`src/hdl/rename_pkg.sv`:
```
`default_nettype none

package rename_pkg;

    // default machine sizes, mirrored by the rename_core parameters
    localparam int ARCH_REGS   = 8;
    localparam int PHY_REGS    = 16;
    localparam int ROB_ENTRIES = 8;

    // architectural register index
    typedef logic [$clog2(ARCH_REGS)-1:0] arch_t;

    // physical register index
    typedef logic [$clog2(PHY_REGS)-1:0] phy_t;

    // reorder buffer slot, also the writeback tag
    typedef logic [$clog2(ROB_ENTRIES)-1:0] rob_id_t;

endpackage

`default_nettype wire

```
`src/hdl/rename_map.sv`:
```
`timescale 1ns/1ps
`default_nettype none

module rename_map #(
    parameter int ARCH_REGS = rename_pkg::ARCH_REGS
) (
    input  logic               clk,
    input  logic               rst,
    input  logic               flush,
    input  logic               alloc_en,
    input  rename_pkg::arch_t  alloc_rd,
    input  rename_pkg::phy_t   alloc_phy,
    output rename_pkg::phy_t   old_phy,
    input  logic               commit_en,
    input  rename_pkg::arch_t  commit_rd,
    input  rename_pkg::phy_t   commit_phy
);

    import rename_pkg::*;

    // speculative mapping seen by rename
    phy_t front_map [ARCH_REGS];
    // mapping of retired instructions only
    phy_t back_map  [ARCH_REGS];

    // previous owner of rd, kept in the ROB so it can be freed at retire
    assign old_phy = front_map[alloc_rd];

    always_ff @(posedge clk or posedge rst) begin
        if (rst) begin
            for (int i = 0; i < ARCH_REGS; i++) begin
                front_map[i] <= phy_t'(i);
            end
        end else if (flush) begin
            // drop every speculative rename
            for (int i = 0; i < ARCH_REGS; i++) begin
                front_map[i] <= back_map[i];
            end
        end else if (alloc_en) begin
            front_map[alloc_rd] <= alloc_phy;
        end
    end

    always_ff @(posedge clk or posedge rst) begin
        if (rst) begin
            for (int i = 0; i < ARCH_REGS; i++) begin
                back_map[i] <= phy_t'(i);
            end
        end else if (commit_en) begin
            back_map[commit_rd] <= commit_phy;
        end
    end

endmodule

`default_nettype wire

```
`src/hdl/free_list.sv`:
```
`timescale 1ns/1ps
`default_nettype none

module free_list #(
    parameter int ARCH_REGS = rename_pkg::ARCH_REGS,
    parameter int PHY_REGS  = rename_pkg::PHY_REGS
) (
    input  logic              clk,
    input  logic              rst,
    input  logic              flush,
    input  logic              pop,
    output rename_pkg::phy_t  head_phy,
    output logic              empty,
    input  logic              push,
    input  rename_pkg::phy_t  push_phy
);

    import rename_pkg::*;

    // registers above the architectural ones form the pool
    localparam int DEPTH = PHY_REGS - ARCH_REGS;
    localparam int IDX_W = $clog2(DEPTH);
    // one extra wrap bit so a full queue differs from an empty one
    localparam int PTR_W = IDX_W + 1;

    phy_t             fl_mem [DEPTH];
    logic [PTR_W-1:0] rd_ptr;
    logic [PTR_W-1:0] commit_ptr;
    logic [PTR_W-1:0] wr_ptr;
    logic [PTR_W-1:0] count;

    assign head_phy = fl_mem[rd_ptr[IDX_W-1:0]];
    assign empty    = (count == '0);

    always_ff @(posedge clk or posedge rst) begin
        if (rst) begin
            rd_ptr     <= '0;
            commit_ptr <= '0;
            wr_ptr     <= PTR_W'(DEPTH);
            count      <= PTR_W'(DEPTH);
        end else if (flush) begin
            // speculative pops are undone, the pool is whatever is not committed
            rd_ptr <= commit_ptr;
            count  <= wr_ptr - commit_ptr;
        end else begin
            if (pop) begin
                rd_ptr <= rd_ptr + 1'b1;
            end
            // a push is a retire, which also commits one earlier pop
            if (push) begin
                wr_ptr     <= wr_ptr + 1'b1;
                commit_ptr <= commit_ptr + 1'b1;
            end
            count <= count + PTR_W'(push) - PTR_W'(pop);
        end
    end

    // initial pool ARCH_REGS .. PHY_REGS-1 in ascending order
    always_ff @(posedge clk or posedge rst) begin
        if (rst) begin
            for (int i = 0; i < DEPTH; i++) begin
                fl_mem[i] <= phy_t'(ARCH_REGS + i);
            end
        end else if (push && !flush) begin
            fl_mem[wr_ptr[IDX_W-1:0]] <= push_phy;
        end
    end

endmodule

`default_nettype wire

```
`src/hdl/reorder_buffer.sv`:
```
`timescale 1ns/1ps
`default_nettype none

module reorder_buffer #(
    parameter int ROB_ENTRIES = rename_pkg::ROB_ENTRIES
) (
    input  logic                clk,
    input  logic                rst,
    input  logic                flush,
    input  logic                alloc_en,
    input  rename_pkg::arch_t   alloc_rd,
    input  rename_pkg::phy_t    alloc_phy,
    input  rename_pkg::phy_t    alloc_old_phy,
    input  logic                alloc_mispredict,
    output rename_pkg::rob_id_t tail_id,
    output logic                full,
    input  logic                wb_valid,
    input  rename_pkg::rob_id_t wb_rob_id,
    output logic                retire_valid,
    output rename_pkg::arch_t   retire_rd,
    output rename_pkg::phy_t    retire_phy_new,
    output rename_pkg::phy_t    retire_phy_old,
    output logic                retire_mispredict
);

    import rename_pkg::*;

    localparam int CNT_W = $clog2(ROB_ENTRIES + 1);

    // entry payload
    arch_t                  rob_rd      [ROB_ENTRIES];
    phy_t                   rob_phy_new [ROB_ENTRIES];
    phy_t                   rob_phy_old [ROB_ENTRIES];
    logic [ROB_ENTRIES-1:0] rob_mispredict;

    // completion flags
    logic [ROB_ENTRIES-1:0] rob_done;

    rob_id_t    head;
    rob_id_t    tail;
    logic [CNT_W-1:0] count;
    logic       rob_empty;

    assign rob_empty = (count == '0);
    assign full      = (count == CNT_W'(ROB_ENTRIES));
    assign tail_id   = tail;

    // oldest entry leaves once it has written back
    assign retire_valid      = !rob_empty && rob_done[head] && !flush;
    assign retire_rd         = rob_rd[head];
    assign retire_phy_new    = rob_phy_new[head];
    assign retire_phy_old    = rob_phy_old[head];
    assign retire_mispredict = rob_mispredict[head];

    always_ff @(posedge clk or posedge rst) begin
        if (rst) begin
            head  <= '0;
            tail  <= '0;
            count <= '0;
        end else if (flush) begin
            // everything still in flight is younger than the mispredict
            head  <= '0;
            tail  <= '0;
            count <= '0;
        end else begin
            if (alloc_en) begin
                tail <= tail + 1'b1;
            end
            if (retire_valid) begin
                head <= head + 1'b1;
            end
            count <= count + CNT_W'(alloc_en) - CNT_W'(retire_valid);
        end
    end

    always_ff @(posedge clk or posedge rst) begin
        if (rst) begin
            rob_done <= '0;
        end else if (!flush) begin
            if (wb_valid) begin
                rob_done[wb_rob_id] <= 1'b1;
            end
            // tail slot is never in flight, so this cannot clash with a writeback
            if (alloc_en) begin
                rob_done[tail] <= 1'b0;
            end
        end
    end

    always_ff @(posedge clk) begin
        if (alloc_en) begin
            rob_rd[tail]         <= alloc_rd;
            rob_phy_new[tail]    <= alloc_phy;
            rob_phy_old[tail]    <= alloc_old_phy;
            rob_mispredict[tail] <= alloc_mispredict;
        end
    end

endmodule

`default_nettype wire

```
`src/hdl/rename_core.sv`:
```
`timescale 1ns/1ps
`default_nettype none

module rename_core #(
    parameter int ARCH_REGS   = rename_pkg::ARCH_REGS,
    parameter int PHY_REGS    = rename_pkg::PHY_REGS,
    parameter int ROB_ENTRIES = rename_pkg::ROB_ENTRIES
) (
    input  logic                clk,
    input  logic                rst,
    input  logic                rename_valid,
    input  rename_pkg::arch_t   rename_rd,
    input  logic                rename_mispredict,
    output logic                stall,
    output rename_pkg::phy_t    rename_phy,
    output rename_pkg::rob_id_t rename_rob_id,
    input  logic                wb_valid,
    input  rename_pkg::rob_id_t wb_rob_id,
    output logic                retire_valid,
    output rename_pkg::arch_t   retire_rd,
    output rename_pkg::phy_t    retire_phy_new,
    output rename_pkg::phy_t    retire_phy_old,
    output logic                flush
);

    import rename_pkg::*;

    logic fl_empty;
    logic rob_full;
    logic accept;
    logic retire_mispredict;
    phy_t old_phy;

    // no renames while out of resources or while recovering
    assign stall  = fl_empty || rob_full || flush;
    assign accept = rename_valid && !stall;

    // one-cycle recovery pulse after a mispredicted branch retires
    always_ff @(posedge clk or posedge rst) begin
        if (rst) begin
            flush <= 1'b0;
        end else begin
            flush <= retire_valid && retire_mispredict;
        end
    end

    rename_map #(
        .ARCH_REGS(ARCH_REGS)
    ) rename_map_i (
        .clk(clk),
        .rst(rst),
        .flush(flush),
        .alloc_en(accept),
        .alloc_rd(rename_rd),
        .alloc_phy(rename_phy),
        .old_phy(old_phy),
        .commit_en(retire_valid),
        .commit_rd(retire_rd),
        .commit_phy(retire_phy_new)
    );

    free_list #(
        .ARCH_REGS(ARCH_REGS),
        .PHY_REGS(PHY_REGS)
    ) free_list_i (
        .clk(clk),
        .rst(rst),
        .flush(flush),
        .pop(accept),
        .head_phy(rename_phy),
        .empty(fl_empty),
        .push(retire_valid),
        .push_phy(retire_phy_old)
    );

    reorder_buffer #(
        .ROB_ENTRIES(ROB_ENTRIES)
    ) reorder_buffer_i (
        .clk(clk),
        .rst(rst),
        .flush(flush),
        .alloc_en(accept),
        .alloc_rd(rename_rd),
        .alloc_phy(rename_phy),
        .alloc_old_phy(old_phy),
        .alloc_mispredict(rename_mispredict),
        .tail_id(rename_rob_id),
        .full(rob_full),
        .wb_valid(wb_valid),
        .wb_rob_id(wb_rob_id),
        .retire_valid(retire_valid),
        .retire_rd(retire_rd),
        .retire_phy_new(retire_phy_new),
        .retire_phy_old(retire_phy_old),
        .retire_mispredict(retire_mispredict)
    );

endmodule

`default_nettype wire

```
`config.mk`:
```
export PLATFORM = sky130hd
export DESIGN_NAME = rename_core
export DESIGN_NICKNAME = d
export VERILOG_FILES = /design/src/hdl/rename_pkg.sv /design/src/hdl/rename_map.sv /design/src/hdl/free_list.sv /design/src/hdl/reorder_buffer.sv /design/src/hdl/rename_core.sv
export SDC_FILE = /design/constraint.sdc
export NUM_CORES = 1
export LEC_CHECK = 0
export ABC_AREA = 1
export BUFFER_PORTS_ARGS = -buffer_cell sky130_fd_sc_hd__buf_2
export CORE_UTILIZATION = 50
export DETAILED_ROUTE_END_ITERATION = 12
export MAX_ROUTING_LAYER = met4
export PLACE_DENSITY = 0.66
export SYNTH_ARGS = -nofsm -noshare
export SYNTH_HDL_FRONTEND = slang
export SYNTH_SLANG_ARGS = --single-unit
```
`constraint.sdc`:
```
create_clock -name clk -period 4.4 [get_ports clk]
set_input_delay 0.22 -clock clk [delete_from_list [all_inputs] [get_ports clk]]
set_output_delay 0.22 -clock clk [all_outputs]
set_load 0.01 [all_outputs]
```
; ---- After elaboration in Yosys (flattened, before gate mapping)
; Memories as Yosys holds them, arrays and structs flattened.
; Index checks and enable logic that the tools add are counted.
[op_classes]
add_sub_neg = 10
mul = 0
n_div = 0
magnitude_cmp = 12
eq_ne = 1
shift = 0
n_mux = 39
bitwise_logic = 8
reduce_logical = 20
[op_table]
columns = operator, count
row1 = $bwmux 32, 3
row2 = $mux 32, 2
row3 = $mux 4, 11
row4 = $demux 4 s3, 3
row5 = $bmux 4 s3, 2
row6 = $mux 8, 3
row7 = $ge 4x4->1 const B, 4
row8 = $not 3->4, 4
row9 = $add 4x1->4 const B, 3
row10 = $lt 3x4->1 const B, 3
row11 = $lt 4x1->1 const B, 3
row12 = $mux 3, 4
row13 = $logic_and 1x1->1, 10
row14 = $add 4x1->4, 2
row15 = $and 8x8->8, 1
row16 = $bwmux 8, 1
row17 = $logic_not 4->1, 2
row18 = $not 8->8, 1
row19 = $or 8x8->8, 1
row20 = $sub 4x1->4, 2
row21 = $add 3x1->3 const B, 2
row22 = $bmux 1 s3, 2
row23 = $demux 1 s3, 2
row24 = $ge 3x1->1 const B, 2
row25 = other kinds (8), 17
[totals]
reg_bits = 139
latchBits = 0
mem_bits_rw = 88
romBits = 0
in_bits = 11
output_inout_bits = 21
word_cells = 127
mem_count = 3
[mem_list]
columns = name, words, word_bits, rd, rd_ports_with_merged_regs, wr, line_no
row1 = reorder_buffer_i.rob_phy_new, 8, 4, 1, 0, 1, reorder_buffer.sv:32  ; phy_t rob_phy_new [ROB_ENTRIES];
row2 = reorder_buffer_i.rob_phy_old, 8, 4, 1, 0, 1, reorder_buffer.sv:33  ; phy_t rob_phy_old [ROB_ENTRIES];
row3 = reorder_buffer_i.rob_rd, 8, 3, 1, 0, 1, reorder_buffer.sv:31  ; arch_t rob_rd [ROB_ENTRIES];

; ---- Longest topological paths before layout
; Gate-level depths: netlist of the first run.
[depth]
depth_word = 9
ltp_mapped = 18
depth_no_buf = 15

; ---- Cells and area by module
; A second synthesis of the first run with hierarchy kept.
[unflattened]
hier_cells = 1198
hier_area_um2 = 10891.7
[by_module_without_submodules]
columns = mod, n_inst, cells_per_inst, area_per_inst_um2, seq_area_each_um2
row1 = reorder_buffer, 1, 423, 4873.4, 3333.2
row2 = rename_map, 1, 468, 3419.5, 1631.6
row3 = free_list, 1, 298, 2536.2, 1203.7
row4 = rename_core, 1, 9, 62.6, 25.0

; ---- Least setup slack after synthesis of the first run
; OpenSTA, ideal clock, no wires.
[synth_timing]
kind = reg-to-reg
start = reg free_list_i.count[3]
end = reg free_list_i.count[2]
setup_time_ns = 0.083
arrival_ns = 2.419
required_ns = 4.317
slack_ns = 1.898
path_stages_with_launch = 13
n_path_buf = 0
period_less_slack_ns = 2.502
cell_sequence = dfstp_2 inv_1 ha_1 nand3_1 nand3_1 nor2_1 ha_1 inv_1 ha_1 inv_1 fa_1 xor2_1 o21ai_0
[synth_via]
elab_chain_cells = 7
[synth_rtl]
columns = element, line_no
row1 = "start, declared", free_list.sv:30  ; logic [PTR_W-1:0] count;
row2 = "start signal, assigned", free_list.sv:40  ; count <= PTR_W'(DEPTH);
row3 = "start signal, assigned", free_list.sv:44  ; count <= wr_ptr - commit_ptr;
row4 = "start signal, assigned", free_list.sv:54  ; count <= count + PTR_W'(push) - PTR_W'(pop);
row5 = $logic_not 4->1, free_list.sv:33  ; assign empty = (count == '0);
row6 = $logic_or 1x1->1 (2 in a row), rename_core.sv:35  ; assign stall = fl_empty || rob_full || flush;
row7 = net stall, rename_core.sv:14  ; output logic stall,
row8 = $logic_not 1->1, rename_core.sv:36  ; assign accept = rename_valid && !stall;
row9 = $logic_and 1x1->1, rename_core.sv:36
row10 = $sub 4x1->4, free_list.sv:54
row11 = $mux 4, free_list.sv:41  ; end else if (flush) begin
; The timed path passes the listed nets, and every way through them passes these cells.
; A chain may end at the register's enable or synchronous reset.

; ---- Worst setup path after layout of the first run
[layout_timing]
start = reg reorder_buffer_i.head[0]
end = reg free_list_i.count[2]
[layout_via]
elab_chain_cells = 7
[layout_rtl]
columns = element, line_no
row1 = "start, declared", reorder_buffer.sv:39  ; rob_id_t head;
row2 = "start signal, assigned", reorder_buffer.sv:70  ; head <= head + 1'b1;
row3 = $bmux 1 s3, reorder_buffer.sv:49  ; assign retire_valid = !rob_empty && rob_done[head] && !flush;
row4 = $mux 1 (not written as such), reorder_buffer.sv:49
row5 = $logic_and 1x1->1 (2 in a row), reorder_buffer.sv:49
row6 = $add 4x1->4, free_list.sv:54
row7 = $sub 4x1->4, free_list.sv:54
row8 = $mux 4, free_list.sv:41
; No other way between the ends. The select of a mux whose other input is x is not followed.

==> results of run 1 <==
[cell families (layout without fill, tap and decap cells)]
kind of cell,after synthesis,in the layout
AOI/OAI and AO/OA,134,134
DFF,226,226
and+or+nand+nor,635,635
buffers and inverters,141,196
muxes,1,1
adders and majority gates,22,22
xor gates and xnor gates,9,9
[how the worst max path moves through the flow]
| stage | to | slack (ns) |
|---|---|---|
| 3_3_place_gp | free_list_i.count[2] | 1.17 |
| 5_1_grt | free_list_i.count[2] | 0.85 |
| 2_1_floorplan | flush | 0.79 |
| 4_1_cts | free_list_i.count[2] | 1.10 |
| 3_5_place_dp | free_list_i.count[2] | 1.11 |
| 6_report | free_list_i.count[2] | 1.08 |
[layer usage]
layer | vias up | global-route usage, % | wire, um
li1 | 3925 | - | -
met1 | 3854 | 32.4 | 11100
met2 | 219 | 41.5 | 12200
met3 | 52 | 3.46 | 1600
met4 | 0 | 7.73 | 664
met5 | - | - | 0
[power by group through the flow]
stage	logic (mW)	clock network, mW	registers [mW]
final	3.88	2.31	3.51
after global routing	4.37	2.42	3.59
after CTS	3.91	2.35	3.51
after detailed placement	3.90	0	3.53
after global placement	3.83	0	3.53
after floorplan	2.81	0	3.41
[cell usage in the layout (no fill, tap or decap), drive strengths merged]
cell type,count
a31oi,1
bufinv,7
nor3,12
xor2,5
fa,3
dfstp,46
nand4,3
nand3,132
edfxtp,96
xnor2,4
a21o,1
o22ai,20
ha,19
nor2,114
a22oi,1
dlygate4sd3,2
o21bai,4
o211ai,4
o2111ai,1
dfrtp,84
buf,47
inv,100
clkinv,11
mux2i,1
a211oi,2
nand2,374
o21ai,79
a32o,2
a221oi,4
clkbuf,29
a21oi,15
[per-stage QoR]
step / setup WS (ns) / instance area, um2 / instances / hold slack, ns / total power [mW]
2_1_floorplan: 0.787 / 10600 / 1168 / 0.319 / 6.22
3_3_place_gp: 1.17 / 11000 / 1445 / 0.421 / 7.36
3_5_place_dp: 1.11 / 11000 / 1445 / 0.421 / 7.44
4_1_cts: 1.10 / 11900 / 1493 / 0.00613 / 9.77
5_1_grt: 0.850 / 11900 / 1493 / 0.0215 / 10.4
6_report: 1.08 / 11900 / 1493 / 0.0169 / 9.71
[cell type report]
type / instances / area share, %
Sequential cell: 226 / 52.0
Multi-Input combinational cell: 801 / 31.6
Clock inverter: 17 / 2.21
Inverter: 101 / 3.22
Clock buffer: 29 / 5.46
Timing Repair Buffer: 49 / 2.69
Tap cell: 270 / 2.83
[synth_stat cells, types with 2 or more instances]
master,count,area (um2)
a211oi_1,2,15.0
a21oi_1,15,75.1
a221oi_1,4,35.0
a32o_1,2,20.0
buf_1,2,7.51
buf_2,16,80.1
buf_4,5,37.5
buf_6,6,67.6
clkbuf_1,11,41.3
clkinv_1,2,7.51
dfrtp_1,84,2100
dfstp_2,46,1210
edfxtp_1,96,2880
fa_1,3,60.1
ha_1,19,238
inv_1,96,360
inv_2,2,7.51
nand2_1,364,1370
nand2_2,10,62.6
nand3_1,130,651
nand3_2,2,20.0
nand4_1,2,12.5
nor2_1,108,405
nor2_2,6,37.5
nor3_1,12,60.1
o211ai_1,4,30.0
o21ai_0,76,380
o21ai_1,3,15.0
o21bai_1,4,30.0
o22ai_1,20,125
xnor2_1,4,35.0
xor2_1,5,43.8
[sequential cells by signal (all words and copies together), names as in the netlist]
name / count
free_list_i.wr_ptr: 4
rename_map_i.back_map: 32
reorder_buffer_i.rob_mispredict: 8
reorder_buffer_i.rob_rd: 24
reorder_buffer_i.rob_phy_old: 32
reorder_buffer_i.rob_done: 8
free_list_i.count: 4
free_list_i.commit_ptr: 4
reorder_buffer_i.head: 3
rename_map_i.front_map: 32
free_list_i.rd_ptr: 3
reorder_buffer_i.count: 4
free_list_i.fl_mem: 32
flush: 1
reorder_buffer_i.rob_phy_new: 32
reorder_buffer_i.tail_id: 3
[repair_timing]
action                     4_1_cts  5_1_grt
buffers inserted                 0        0
hold buffers                     2        0
setup endpoints to repair        0        0
hold endpoints to repair        42        0
[critical path, cell delays in order, from the launching register on]
cell,delay [ns]
dfrtp_1,0.52
inv_4,0.46
nand2_1,0.14
nand3_2,0.09
nand3_1,0.08
nand2_1,0.15
nand3_2,0.31
inv_2,0.19
buf_12,0.33
ha_1,0.21
inv_1,0.06
fa_1,0.37
xor2_1,0.16
o21ai_0,0.13
==> out/qor.txt, run 1 <==
Final Max Tran Viols - 0
Most used DFF post-synth - edfxtp_1
CP Capture Type - flop
Total core area - 0.0205 mm2
Mapped Avg Cell Area - 9.06 um2
Synth Area in Simple Gates - 24.8%
CTS tree - done
Post-CTS resize count - 0
Timing startpoint of the critical path - reorder_buffer_i.head[0]
Pleak - 5.35 nW
Gate power share - 40.0%
GRT Overall Usage - 25.2%
Reg2reg path depth - 13
Root Buffer - clkbuf_16
Vias in the first global route - 7801
Multi-input logic area - 0.00377 mm2
Hold Path Depth - 3
Synth Area in Compound Gates - 7.14%
# port buffers - 31
Tightest Pin Transition - 0.870 ns
Worst Setup Start Kind - flop
IO Pins - 32
Setup TNS - 0 ns
Register area - 0.00619 mm2
Gate Count Post-Synth - 1168
Hold Startpoint - wb_valid
Wirelength, routed - 25500 um
GP Congestion - 0.837
Register area share after synthesis - 58.5%
Clk_lat worst skew - 0.52 ns
First-pass GRT wire length - 41000 um
Initial antenna violation count - 0
Number of synthesized register bits - 226
Status - finished, final reports clean
Final core occ - 58.2%
Net Switching - 3.99 mW
Post-synth ARST share - 57.5%
Worst hold path type - primary input to flop
Largest family of logic cells by synthesized area - simple AND/OR/NAND/NOR gates
Setup Viol. Count Final - 0
Crit path required time - 4.83 ns
Slew Limit Headroom - 41.9%
N_diodes - 0
Worst Hold Endpoint - reorder_buffer_i.rob_done[0]
Fill count - 1771
R2R Setup Slk - 1.08 ns
Sw Share - 41.1%
Maximum VDD drop - 0.866 mV
First-pass DRT Iterations - 5
RSZ-0062 raised after global routing - false
Max cap viols - 0
Clk_skew - 0.0141 ns
Clock network fraction of design power - 23.8%
Area delta synth->final - 12.7%
Worst reg2reg path endpoint - free_list_i.count[2]
FF-to-FF Start - reorder_buffer_i.head[0]
Die ar. - 0.0217 mm2
# DRC - 0
Crit path arrival time - 3.75 ns
Synthesized area - 0.0106 mm2
CTS Buf Count - 25
Fmax - 0.301 GHz
Share of layout cells above drive strength 1 - 12.8%
Final cycle utilization of the critical path - 75.5%
H-tree Lvls - 1
CTS max path bufs - 3
Internal power - 5.72 mW
Remaining global-route overflow - 0
Mux share of post-synthesis cell area - 0.0946%
Synthesized-area fraction occupied by adder cells - 2.81%
Vias per Instance - 5.39
Final min period - 3.32 ns
Reg power frac - 36.2%
CTS sink count - 226
Post-route ant nets - 0
Drt wl/cell - 17.1 um
Final net count - 1237
Power per cell area - 814 mW/mm2
Clk slew on worst S/H paths - 0.06 ns
DP HPWL - 15800 um
Chip height - 147 um
Core Rows - 52
Final hold violations - 0
CP Max Fanout - 88
Die width - 147 um
Synth warn - 0
Syn Nets - 1201
Via Count - 8050
Synth Area in XOR/XNOR - 0.745%
Yosys cell types - 39
Largest net degree at the start of global routing - 89
EDFF count, synth - 96
Iter 0 DRT Violations - 521
Kind of critical path - flop to flop
Starting Density - 51.6%
Note: power is estimated with default switching activity, not from simulation.
==> inputs of run 2 (changes only) <==
- ABC_AREA: 1 -> 0
- PLACE_DENSITY: 0.66 -> 0.69
- clock period: 4.4 -> 2.77 ns (I/O delays scaled with it)
==> run 2 against run 1 <==
- hold slack better by 0.057 ns
- critical path depth decreased by 7
- cell count decreased by 33%
- register-to-register slack got worse by 0.90 ns
- sequential power up 66%
- critical path type is now flop to primary output
==> out/qor.txt, run 2 <==
Tightest Pin Transition - 0.708 ns (was 0.870 ns)
Most used DFF post-synth - edfxtp_1 (unchanged)
Status - finished, final reports clean (unchanged)
Mapped Avg Cell Area - 15.2 um2 (was 9.06 um2)
CP Capture Type - primary output (was flop)
Die ar. - 0.0208 mm2 (was 0.0217 mm2)
Final min period - 2.59 ns
Most frequent cells in the layout - edfxtp_1 (96), dfrtp_1 (81), nor2_1 (59), mux2_2 (51), dfstp_2 (46) (was nand2_1 (364), nand3_1 (130), nor2_1 (108), edfxtp_1 (96), inv_1 (95))
Power per cell area - 1320 mW/mm2 (was 814 mW/mm2)
Setup Viol. Count Final - 0 (unchanged)
Syn Nets - 696 (was 1201)
CTS sink count - 226 (unchanged)
Reg power frac - 38.3% (was 36.2%)
Vias in the first global route - 6282 (was 7801)
Dpl ws - 0.231 ns (was 1.11 ns)
IO Pins - 32 (unchanged)
Internal power - 9.81 mW (was 5.72 mW)
Worst hold path type - primary input to flop (unchanged)
# port buffers - 31 (unchanged)
Largest net degree at the start of global routing - 131 (was 89)
Number of synthesized register bits - 226 (unchanged)
Root Buffer - clkbuf_16 (unchanged)
Post-Place Cells - 960 (was 1445)
Final hold violations - 0 (unchanged)
CTS tree - done (unchanged)
Clk slew on worst S/H paths - 0.06 ns (about the same)
Top delay family on crit path - multiplexers (was buffers and inverters)
Worst Setup Start Kind - flop (unchanged)
Remaining global-route overflow - 0 (unchanged)
Initial antenna violation count - 0 (unchanged)
Worst-path cell with the longest stage delay - mux4_2 (was dfrtp_1)
CTS max path bufs - 3 (unchanged)
Post-synth top area cell - edfxtp_1 (unchanged)
# DRC - 0 (unchanged)
Register area share after synthesis - 61.3% (was 58.5%)
Hold Slack - 0.0740 ns (was 0.0169 ns)
Hold Path Depth - 1 (was 3)
Synth warn - 0 (unchanged)
Crit path buf inv count - 4 (unchanged)
Hold Startpoint - rename_rd[0] (was wb_valid)
CP Max Fanout - 9 (was 88)
Synth area leaders - edfxtp_1 (29%), dfrtp_1 (21%), dfstp_2 (12%) (was edfxtp_1 (27%), dfrtp_1 (20%), nand2_1 (13%))
Worst Hold Endpoint - reorder_buffer_i.rob_rd[4][0] (was reorder_buffer_i.rob_done[0])
Via Count - 5916 (was 8050)
Starting Density - 51.4% (was 51.6%)
Fill count - 1590 (was 1771)
Total core area - 0.0197 mm2 (was 0.0205 mm2)
Wirelength, routed - 21900 um (was 25500 um)
Sw Share - 35.6% (was 41.1%)
Crit path required time - 2.63 ns (was 4.83 ns)
Maximum VDD drop - 0.831 mV (was 0.866 mV)
Kind of critical path - flop to primary output (was flop to flop)
Drt wl/cell - 21.7 um (was 17.1 um)
Commonest non-fill, non-tap cell in the layout - edfxtp_1 (was nand2_1)
Core Rows - 51 (was 52)
Finished Layout Cells - 1006 (was 1493)
RSZ-0062 raised after global routing - true (was false)
Critical Path Max Stage Delay - 0.57 ns (was 0.52 ns)
Final net count - 758 (was 1237)
Post-synth ARST share - 57.5% (unchanged)
Worst reg2reg path endpoint - rename_map_i.back_map[3] (was free_list_i.count[2])
GP Congestion - 0.848 (was 0.837)
Crit path arrival time - 2.45 ns (was 3.75 ns)
H-tree Lvls - 1 (unchanged)
Top cell type's share of synthesized area - 28.5% (was 27.3%)
Cell with the most instances after synthesis - edfxtp_1 (was nand2_1)
DP HPWL - 14400 um (was 15800 um)
Final setup margin - 0.179 ns (was 1.08 ns)
Synthesized area - 0.0101 mm2 (was 0.0106 mm2)
Share of layout cells above drive strength 1 - 35.2% (was 12.8%)
Post-route ant nets - 0 (unchanged)
Yosys cell types - 52 (was 39)
Max cap viols - 0 (unchanged)
Synth top cells by count - edfxtp_1 (96), dfrtp_1 (84), nor2_1 (59) (was nand2_1 (364), nand3_1 (130), nor2_1 (108))
Gate Count Post-Synth - 663 (was 1168)
Die width - 144 um (was 147 um)
Pleak - 4.56 nW (was 5.35 nW)
Vias per Instance - 5.88 (was 5.39)
FF-to-FF Start - reorder_buffer_i.head[0] (unchanged)
EDFF count, synth - 96 (unchanged)
Final Max Tran Viols - 0 (unchanged)
Critical-path cell list - mux4_2 > mux2i_2 > buf_4 > inv_1 > buf_4 > buf_2 (was inv_4 > nand2_1 > nand3_2 > nand3_1 > nand2_1 > nand3_2 > inv_2 > buf_12 > ha_1 > inv_1 > fa_1 > xor2_1 > o21ai_0)
Net Switching - 5.43 mW (was 3.99 mW)
Gate power share - 40.7% (was 40.0%)
Clk_lat worst skew - 0.50 ns (was 0.52 ns)
CTS Buf Count - 23 (was 25)
Most common cell on crit path - buf_4
Fmax - 0.386 GHz
Iter 0 DRT Violations - 370 (was 521)
Pwr Total - 15.2 mW (was 9.71 mW)
R2R Setup Slk - 0.18 ns (was 1.08 ns)
Final cycle utilization of the critical path - 93.5%
First-pass GRT wire length - 35000 um (was 41000 um)
Area delta synth->final - 14.4% (was 12.7%)
Slew Limit Headroom - 52.8% (was 41.9%)
N_diodes - 0 (unchanged)
Clock network fraction of design power - 21.0% (was 23.8%)
Chip height - 144 um (was 147 um)
GRT Overall Usage - 23.2% (was 25.2%)
First-pass DRT Iterations - 4 (was 5)
Clk_skew - 0.00845 ns (was 0.0141 ns)
Reg2reg path depth - 7 (was 13)
[run 2: repair_timing]
action,4_1_cts,5_1_grt
cloned,0,0
setup endpoints to repair,7,2
hold buffers,6,0
gates resized for setup,1,1
setup buffers,0,0
endpoints found under the hold margin,96,0
[run 2: cells by family after synthesis]
kind of cell / synth area share (%)
compound gates: 6.40
xor+xnor: 1.56
fa+ha+maj: 2.95
buf+inv: 2.47
flops: 61.3
mux: 19.1
simple gates: 6.24
[run 2: how the worst max path moves through the flow]
stage / startpoint / to / slack (ns) / cells past startpoint
2_1_floorplan: free_list_i.count[3] / free_list_i.count[2] / 0.05 / 13
3_3_place_gp: reorder_buffer_i.head[0] / rename_map_i.back_map[7] / 0.28 / 6
3_5_place_dp: reorder_buffer_i.head[0] / rename_map_i.back_map[7] / 0.23 / 6
4_1_cts: reorder_buffer_i.head[0] / rename_map_i.back_map[7] / 0.09 / 6
5_1_grt: free_list_i.count[3] / free_list_i.count[3] / -0.005 / 12
6_report: free_list_i.rd_ptr[0] / rename_phy[3] / 0.18 / 6
[run 2: stage by stage]
stage / util, % / cell area (um2) / setup TNS (ns)
floorplan: - / 10100 / 0
global placement: 54.5 / 10700 / 0
detailed placement: 54.5 / 10700 / 0
CTS: 58.7 / 11500 / 0
global route: 58.8 / 11600 / -0.00539
finish: 58.8 / 11600 / 0
[run 2: power by group through the flow]
stage | Sequential, mW | Combinational, mW | Clock (mW)
floorplan | 5.52 | 4.38 | 0
global placement | 5.82 | 5.94 | 0
detailed placement | 5.88 | 6.19 | 0
CTS | 5.83 | 6.26 | 3.27
global route | 5.96 | 6.80 | 3.39
finish | 5.83 | 6.21 | 3.20
[run 2: layout make-up]
| cell class | instances | area, um2 | area share (%) |
|---|---|---|---|
| clock buffer | 26 | 608 | 5.26 |
| tap | 265 | 332 | 2.87 |
| sequential | 226 | 6200 | 53.6 |
| clock inverter | 15 | 174 | 1.51 |
| inverter | 30 | 116 | 1.01 |
| multi-input combinational | 380 | 3680 | 31.9 |
| timing repair buffer | 64 | 443 | 3.83 |
[run 2: worst reg2reg max path: cells and delay by family (launching register included)]
kind	cells	cell delay [ns]
compound gates	1	0.20
buf+inv	2	0.34
flops	1	0.51
mux	3	1.19
simple gates	1	0.23
[run 2: layer usage]
layer	global-route usage (%)	up-vias	wire, um
met5	-	-	0
met4	5.77	0	471
met3	3.18	35	1180
met2	38.1	180	10700
met1	30.6	3079	9480
li1	-	2622	-
